**config.mk**
```make
export PLATFORM = sky130hd
export DESIGN_NAME = plru_tree
export DESIGN_NICKNAME = d
export VERILOG_FILES = /design/src/design/cache_pkg.sv /design/src/design/plru_tree.sv
export SDC_FILE = /design/constraint.sdc
export NUM_CORES = 1
export LEC_CHECK = 0
export BUFFER_PORTS_ARGS = -buffer_cell sky130_fd_sc_hd__buf_2
export CAP_MARGIN = 10
export CELL_PAD_IN_SITES_DETAIL_PLACEMENT = 2
export CELL_PAD_IN_SITES_GLOBAL_PLACEMENT = 2
export CORE_UTILIZATION = 40
export DETAILED_ROUTE_END_ITERATION = 8
export PLACE_DENSITY_LB_ADDON = 0.1
export SLEW_MARGIN = 10
export SYNTH_ARGS = -nofsm -noshare
export SYNTH_HDL_FRONTEND = slang
export SYNTH_SLANG_ARGS = --single-unit
```
**constraint.sdc**
```tcl
create_clock -name clk -period 6.6 [get_ports clk]
set_clock_uncertainty 0.05 [all_clocks]
set_input_delay 0.99 -clock clk [delete_from_list [all_inputs] [get_ports clk]]
set_output_delay 0.99 -clock clk [all_outputs]
set_load 0.02 [all_outputs]
```
**src/design/cache_pkg.sv**
```systemverilog
package cache_pkg;

    localparam int num_ways       = 4;
    localparam int num_sets       = 128;
    localparam int index_width    = 7;
    localparam int word_sel_width = 2;
    localparam int byte_sel_width = 2;
    localparam int tag_width      = 32 - index_width - word_sel_width - byte_sel_width;
    localparam int line_width     = 128;

    typedef logic [31:0] word_t;
    typedef logic [line_width/32-1:0][31:0] line_t;  // Word 0 in the low bits
    typedef logic [tag_width-1:0] tag_t;
    typedef logic [index_width-1:0] index_t;
    typedef logic [1:0] way_t;

    typedef struct packed {
        tag_t                      tag;
        index_t                    index;
        logic [word_sel_width-1:0] word_sel;
        logic [byte_sel_width-1:0] byte_sel;
    } addr_fields_t;

    // Byte address, seen as one word or split into cache fields
    typedef union packed {
        logic [31:0]  word;
        addr_fields_t f;
    } cache_addr_t;

    typedef struct packed {
        logic        write;
        cache_addr_t addr;
        word_t       data;
    } cpu_req_t;

    typedef struct packed {
        logic        write;
        cache_addr_t addr;  // Line aligned
        line_t       line;
    } mem_req_t;

    typedef struct packed {
        logic valid;
        logic dirty;
        tag_t tag;
    } way_info_t;

endpackage
```
**src/design/plru_tree.sv**
```systemverilog
`timescale 1ns/1ps

module plru_tree import cache_pkg::*; (
    input  logic   clk,
    input  logic   reset_n,
    input  index_t index,
    output way_t   victim,
    input  logic   touch,
    input  way_t   touch_way
);

    // b2 root, b1 ways 0/1, b0 ways 2/3
    logic [num_sets-1:0][2:0] bits_q;
    logic [2:0]               cur;

    assign cur = bits_q[index];

    always_comb begin
        if (cur[2]) begin
            victim = cur[0] ? 2'd3 : 2'd2;
        end else begin
            victim = cur[1] ? 2'd1 : 2'd0;
        end
    end

    always_ff @(posedge clk) begin
        if (!reset_n) begin
            bits_q <= '0;
        end else if (touch) begin
            case (touch_way)
                2'd0: bits_q[index][2:1] <= 2'b11;
                2'd1: bits_q[index][2:1] <= 2'b10;
                2'd2: bits_q[index]      <= {1'b0, cur[1], 1'b1};  // b1 kept
                2'd3: bits_q[index]      <= {1'b0, cur[1], 1'b0};
                default: bits_q[index]   <= cur;
            endcase
        end
    end

endmodule

```
==> results of run 1 <==
-- where the power goes --
group          total, mW  internal, mW  switching (mW)
logic              0.300        0.0567           0.243
clock network       2.52          1.47            1.05
registers           2.33          2.32         0.00419
total               5.15          3.85            1.29
-- cells in the final DEF, fill, tap and decap left out, types with 38 or more instances in the layout --
master / count
mux4_2: 38
o21ai_2: 60
a22oi_1: 56
a211oi_1: 69
nand3_1: 136
or3_1: 51
nand2_1: 183
dfxtp_1: 384
o21ai_0: 128
nor2_1: 266
nor3_1: 70
buf_4: 46
clkbuf_16: 47
a21oi_1: 189
-- logic make-up after synthesis --
group | after synthesis | synth area share [%]
mux | 82 | 8.75
buf+inv | 190 | 5.53
simple gates | 767 | 20.1
compound gates | 587 | 21.5
flops | 384 | 44.2
-- worst max-delay path, cell delays in order --
cell	delay, ps
buf_4	570
clkinv_1	660
a221oi_1	650
or3_1	240
o211ai_1	110
nor4_1	630
nand4_1	400
mux2i_1	340
buf_2	220
-- worst paths after layout --
path                       to  cells past startpoint
hold reg to reg   bits_q[319]                      2
setup / recovery    victim[0]                      9
hold / removal    bits_q[319]                      2
setup reg to reg  bits_q[355]                      8
-- per-layer routing --
layer  global-route usage [%]  part of all wire, %  vias up
met2                     54.0                   48      454
li1                         -                    -     7181
met3                     4.62                  5.1      120
met4                     9.85                  2.9        0
met1                     42.8                   44     8255
met5                        0                    0        -
-- synth_stat cells, types with 4 or more instances --
| master | number | area [µm²] |
|---|---|---|
| a221o_1 | 4 | 40.0 |
| nand2_1 | 183 | 687 |
| nand3_1 | 136 | 681 |
| nor3_1 | 73 | 365 |
| o21ai_2 | 60 | 526 |
| buf_6 | 8 | 90.1 |
| a31oi_1 | 11 | 68.8 |
| buf_2 | 25 | 125 |
| mux2i_1 | 18 | 180 |
| a221oi_1 | 6 | 52.6 |
| a2111oi_0 | 4 | 35.0 |
| and2_1 | 8 | 50.1 |
| and3_1 | 5 | 31.3 |
| mux4_1 | 13 | 342 |
| mux2_2 | 13 | 146 |
| dfxtp_1 | 384 | 7690 |
| a21oi_1 | 189 | 946 |
| a311oi_1 | 18 | 158 |
| nand2b_1 | 5 | 31.3 |
| o21ai_1 | 4 | 20.0 |
| nor2b_1 | 7 | 43.8 |
| o22ai_1 | 11 | 68.8 |
| a41oi_1 | 6 | 52.6 |
| mux4_2 | 38 | 856 |
| or3_1 | 51 | 319 |
| buf_4 | 8 | 60.1 |
| a22oi_1 | 56 | 420 |
| buf_8 | 7 | 105 |
| nor4bb_1 | 6 | 60.1 |
| nor2_1 | 266 | 998 |
| a22o_1 | 7 | 61.3 |
| buf_1 | 10 | 37.5 |
| o21ai_0 | 128 | 641 |
| a211oi_1 | 69 | 518 |
| clkbuf_1 | 125 | 469 |
| and4_1 | 4 | 35.0 |
-- metrics by stage --
step                cell area (µm²)  hold slack [ps]
global placement              17700              399
floorplan                     17400              383
finish                        19100              417
CTS                           19100              420
global route                  19100              440
detailed placement            17700              412
-- area by class of cell --
| cell class | instances | area (µm²) |
|---|---|---|
| flip-flops and latches | 384 | 7690 |
| clock buffers | 71 | 1390 |
| multi-input cells | 1436 | 8780 |
| inverters | 4 | 22.5 |
| repair buffers | 56 | 440 |
| well taps | 585 | 732 |
| fillers | 4739 | 23900 |
| clock inverters | 9 | 78.8 |
==> results.cfg, run 1 <==
[run_status]
outcome = completed

[routing]
avgViaCountPerCell = 6.29
drt_iter0_drc = 1155
drc_errors = 0
routedWlPerCell_um = 27.8
wl_mm = 70.9
drtPass1Iterations = 5
antenna_left = 0
vias = 16000

[power]
p_per_area_mw_per_mm2 = 269
finalPower_mw = 5.15
irDropWorstVdd_v = 0.000171
leakagePower_nw = 6.10

[sta]
fin_setup_tns_ps = 0
min_period_ps = 5910
slew_violations = 0
fin_ws_ps = 693
setup_violations = 0
finalHoldViolCount = 0
max_freq_ghz = 0.169
worst_pin_slew_ps = 1090
post-route-period-util_pct = 89.5
relSlewSlack_pct = 27.0
rsz0062_at_grt = false

[die]
num_io_pins = 14
die_area_mm2 = 0.0444
die_w_um = 211
rows = 76
core_mm2 = 0.0430
die_h_um = 211
initial_core_util_pct = 40.5

[critical_path]
critPathLaunchType = input port
r2r_slack_ps = 3380
required_ps = 5560
crit_type = input port to primary output
arrival_ps = 4870
cp_max_fo = 49
critPathCaptureType = primary output
r2r-start = bits_q[379]
critPathLaunch = index[0]

[global_route]
globalRouteTotalUtil_pct = 32.2
antenna_found_initial = 0
grt_pass1_wl_mm = 108
grt_pass1_vias = 17000
grt_overflow = 0
grt_max_degree = 163

[placed_design]
placed_cells = 2465
gp_congestion = 0.836
dp_hpwl_mm = 45.4
post-place-ws_ps = 975
io_buffers = 13

[clock_network]
insertion_delay_ps = 590
cts_setup_buffers = 0
cts_max_level = 2
cts_buffers = 45
cts_tree = done
clk_transition_reported_paths_ps = 60
clk_path_buf_depth = 3
cts_sinks = 384
cts_hold_buf = 0
root_buffer = clkbuf_16
cts_resized = 0

[logic_synthesis]
yosys_warnings = 0
synth_area_per_cell_um2 = 8.66
async_flop_share_pct = 0
synth_edf_count = 0
ys_seq_elements = 384
netlist-cell-type-count = 63
seq_area_frac_synth_pct = 44.2
syn_nets = 2022
ys.flop_type = dfxtp_1
syn_area_mm2 = 0.0174
synthCells = 2010

[min_path]
hp-start = bits_q[319]
holdCritPathClass = flop to flop

[run]
maxCapViolations = 0

[final_layout]
drive_above_1_share_pct = 12.7
area_growth_pct = 9.87
final_cells = 2545
utilization_pct = 44.5
fin_nets = 1939
diodes = 0
Note: power is estimated with default switching activity, not from simulation.
==> run 2: changes to the inputs <==
--- a/config.mk
+++ b/config.mk
@@ -9,7 +9,7 @@
 export CAP_MARGIN = 10
 export CELL_PAD_IN_SITES_DETAIL_PLACEMENT = 2
 export CELL_PAD_IN_SITES_GLOBAL_PLACEMENT = 2
-export CORE_UTILIZATION = 40
+export CORE_UTILIZATION = 43
 export DETAILED_ROUTE_END_ITERATION = 8
 export PLACE_DENSITY_LB_ADDON = 0.1
 export SLEW_MARGIN = 10
==> run 2 against run 1 <==
Sequential cell count unchanged. Register-to-register slack got worse by 410 ps. Die area decreased by 6.9%. Final cell count decreased by 2.5%. Sequential share of layout area increased by 0.14 points. Largest power group unchanged.
==> results.cfg, run 2 (same netlist as run 1, synthesis figures left out) <==
[final_layout]
fin_nets = 1936
final_cells = 2481
nFillCells = 4369
drive_above_1_share_pct = 12.7
final_common_cell = dfxtp_1
diodes = 0
area_growth_pct = 9.50
final_cell_mix = dfxtp_1, nor2_1, a21oi_1

[global_route]
globalRouteTotalUtil_pct = 35.5
antenna_found_initial = 2
busiest_layer = met2
grt_overflow = 0
gr-usage-met2_pct = 60.3
grtUsageMet1_pct = 44.6
grt_max_degree = 182
met3_usage_pct = 5.31
grt_pass1_wl_mm = 111
grt_pass1_vias = 17500

[die]
core_mm2 = 0.0398
die_area_mm2 = 0.0413
die_h_um = 203
initial_core_util_pct = 43.7
rows = 73
num_io_pins = 14
die_w_um = 203

[min_path]
holdCritPathClass = flop to flop
hp-start = bits_q[349]

[placed_design]
placed_cells = 2403
gp_congestion = 0.883
io_buffers = 13
post-place-ws_ps = 1020
dp_hpwl_mm = 44.4

[critical_path]
cpPeakStageDelay_ps = 560
crit_buf_inv = 3
critPathSlowestCell = a221oi_1
r2r_slack_ps = 2970
required_ps = 5560
path_cells = buf_4 -> buf_4 -> nor2_1 -> a221oi_1 -> or3_1 -> o211ai_1 -> nor4_1 -> nand4_1 -> mux2i_1 -> buf_2
crit_type = input port to primary output
critPathCaptureType = primary output
critPathMostFrequentCell = buf_4
cpLargestDelayFamily = buffers and inverters
r2r-start = bits_q[379]
critPathLaunch = index[1]
cp_max_fo = 39
arrival_ps = 4720
critPathLaunchType = input port

[power]
pwr-share-clk_pct = 49.1
switchingPower_mw = 1.29
intPower_mw = 3.88
pwr-share-seq_pct = 45.0
leakagePower_nw = 6.10
irDropWorstVdd_v = 0.000174
p_per_area_mw_per_mm2 = 271
pwr-share-comb_pct = 5.9
switching_share_pct = 25.0

[clock_network]
cts_max_level = 2
cts_setup_buffers = 0
clk_path_buf_depth = 3
cts_tree = done
cts_sinks = 384
root_buffer = clkbuf_16
clk_transition_reported_paths_ps = 60
insertion_delay_ps = 590
cts_resized = 0
cts_buffers = 44
cts_hold_buf = 0

[sta]
fin_ws_ps = 841
slew_violations = 0
post-route-period-util_pct = 87.3
setup_violations = 0
relSlewSlack_pct = 15.5
fin_setup_tns_ps = 0
hold-worst-slack_ps = 418
min_period_ps = 5760
finalHoldViolCount = 0
worst_pin_slew_ps = 1270
max_freq_ghz = 0.174
rsz0062_at_grt = false

[routing]
drtPass1Iterations = 5
routedWlPerCell_um = 29.6
avgViaCountPerCell = 6.60
wl_mm = 73.4
drt_iter0_drc = 1268
antenna_left = 0
vias = 16400
drc_errors = 0

[run]
maxCapViolations = 0

[run_status]
outcome = completed
==> run 2: cell count changes in the layout (fill, tap and decap cells not counted), moves of 2 or more <==
cell	previous run	this run
bufinv_16	1	3
nor2_1	266	264
clkinvlp_4	2	0
clkbuf_1	12	10
clkbuf_16	47	44
nor3b_2	3	1
nor3b_4	0	2
buf_4	46	44
nor2_2	0	2
clkbuf_8	12	14
==> run 2: path summary, 6_finish.rpt <==
kind | end | cells past startpoint
setup / recovery | victim[0] | 10
setup reg to reg | bits_q[340] | 8
hold reg to reg | bits_q[349] | 2
hold / removal | bits_q[349] | 2
==> run 2: cell type report <==
class	count	area [µm²]	area share, %
clock buffers	68	1330	6.98
clock inverters	10	140	0.735
inverters	4	22.5	0.118
multi-input cells	1436	8800	46.2
flip-flops and latches	384	7690	40.3
well taps	525	657	3.45
repair buffers	54	425	2.23
==> run 2: power by group through the flow <==
stage	Clock (mW)	Sequential, mW	Combinational (mW)
after global routing	2.65	2.33	0.317
after floorplan	0	2.38	0.203
final	2.54	2.33	0.307
after CTS	2.56	2.33	0.301
after global placement	0	2.38	0.294
after detailed placement	0	2.38	0.297
==> run 2: through the flow <==
step                      instance area [µm²]  total power, mW  util (%)
final                                   19100             5.18      47.9
after global placement                  17600             2.67      44.2
after CTS                               19100             5.19      47.9
after floorplan                         17400             2.58         -
after global routing                    19100             5.29      47.9
after detailed placement                17600             2.68      44.2
==> run 2: worst min-delay path, stage by stage, from the launching register on <==
cell	delay, ps
dfxtp_1	310
nand3_1	60
o21ai_1	50
==> run 2: per-layer routing <==
layer	part of all wire (%)	wire length (µm)
met1	42	30700
met2	48	35400
met3	5.6	4090
met4	4.4	3250
met5	0	0
==> run 3: changes to the inputs <==
--- a/config.mk
+++ b/config.mk
@@ -10,6 +10,7 @@
 export CELL_PAD_IN_SITES_DETAIL_PLACEMENT = 2
 export CELL_PAD_IN_SITES_GLOBAL_PLACEMENT = 2
 export CORE_UTILIZATION = 43
+export CTS_BUF_LIST = sky130_fd_sc_hd__clkbuf_8 sky130_fd_sc_hd__clkbuf_16
 export DETAILED_ROUTE_END_ITERATION = 8
 export PLACE_DENSITY_LB_ADDON = 0.1
 export SLEW_MARGIN = 10
==> run 3 against run 2 <==
Die area is the same. Maximum frequency grew 0.22%. Clock-buffer cell count shrank 10. Global-route usage is the same. Routed wire length is essentially flat.
==> results.cfg, run 3 (same netlist as run 1, synthesis figures left out) <==
[run_status]
outcome = completed

[routing]
wl_mm = 73.4
vias = 16400
drtPass1Iterations = 5
antenna_left = 0
drt_iter0_drc = 1247
avgViaCountPerCell = 6.60
drc_errors = 0
routedWlPerCell_um = 29.6

[final_layout]
area_growth_pct = 9.50
final_area_mm2 = 0.0191
drive_above_1_share_pct = 12.7
fin_nets = 1936
ff_latch_area_mm2 = 0.00769
final_common_cell = dfxtp_1
multi_input_area_mm2 = 0.00880
final_cell_mix = dfxtp_1, nor2_1, a21oi_1
final_cells = 2481
nFillCells = 4369
utilization_pct = 47.9
diodes = 0

[critical_path]
critPathSlowestCell = a221oi_1
critPathMostFrequentCell = buf_4
critPathCaptureType = primary output
cpLargestDelayFamily = buffers and inverters
cpPeakStageDelay_ps = 550
path_cells = buf_4 -> buf_4 -> nor2_1 -> a221oi_1 -> or3_1 -> o211ai_1 -> nor4_1 -> nand4_1 -> mux2i_1 -> buf_2
cp_max_fo = 39
crit_type = input port to primary output
arrival_ps = 4710
crit_buf_inv = 3
required_ps = 5560
critPathLaunchType = input port

[global_route]
grt_pass1_vias = 17500
grt_max_degree = 182
antenna_found_initial = 2
grt_pass1_wl_mm = 111
grt_overflow = 0
globalRouteTotalUtil_pct = 35.5

[die]
die_w_um = 203
rows = 73
die_area_mm2 = 0.0413
die_h_um = 203
initial_core_util_pct = 43.7
num_io_pins = 14
core_mm2 = 0.0398

[sta]
min_period_ps = 5750
worst_pin_slew_ps = 1270
relSlewSlack_pct = 15.5
hold-worst-slack_ps = 418
fin_ws_ps = 854
rsz0062_at_grt = false
setup_violations = 0
post-route-period-util_pct = 87.1
max_freq_ghz = 0.174
slew_violations = 0
finalHoldViolCount = 0
fin_setup_tns_ps = 0

[power]
irDropWorstVdd_v = 0.000174
p_per_area_mw_per_mm2 = 271
leakagePower_nw = 6.14
finalPower_mw = 5.16

[clock_network]
cts_max_level = 2
cts_resized = 0
cts_sinks = 384
clk_transition_reported_paths_ps = 60
insertion_delay_ps = 580
cts_setup_buffers = 0
cts_tree = done
root_buffer = clkbuf_16
cts_hold_buf = 0
clk_path_buf_depth = 3
cts_buffers = 44

[placed_design]
place_area_mm2 = 0.0176
io_buffers = 13
placed_cells = 2403
post-place-ws_ps = 1020
gp_congestion = 0.883
dp_hpwl_mm = 44.4

[run]
maxCapViolations = 0

[min_path]
holdCritPathClass = flop to flop
-- run 3: changes by cell type in the layout (fill, tap and decap cells not counted), sizes merged --
cell    delta
clkbuf    -10
inv       +10
-- run 3: final timing paths --
check,slack (ps),start,cells past startpoint,endpoint
setup / recovery,850,index[1],10,victim[0]
hold / removal,420,bits_q[349],2,bits_q[349]
setup reg to reg,2960,bits_q[379],8,bits_q[340]
hold reg to reg,420,bits_q[349],2,bits_q[349]
-- run 3: power by group --
part / total, mW / switching, mW / internal [mW]
combinational: 0.307 / 0.249 / 0.0576
sequential: 2.33 / 0.00416 / 2.32
clock: 2.52 / 1.04 / 1.49
-- run 3: area by class of cell --
cell class	instances	area share [%]
inverters	4	0.118
repair buffers	54	2.23
multi-input cells	1436	46.2
clock inverters	20	0.932
well taps	525	3.45
clock buffers	58	6.79
flip-flops and latches	384	40.3
-- run 3: worst reg2reg max path, delay by kind of cell, from the launching register on --
family / cells / cell delay [ps]
AO/OA/AOI/OAI: 4 / 1330
buffers and inverters: 1 / 370
flip-flops: 1 / 320
multiplexers: 3 / 1440
-- run 3: per-layer routing --
layer,vias to the layer above,track usage [%],wire length [µm]
li1,7167,-,-
met1,8465,44.6,30600
met2,551,60.3,35400
met3,192,5.31,4150
met4,0,15.7,3240
met5,-,0,0
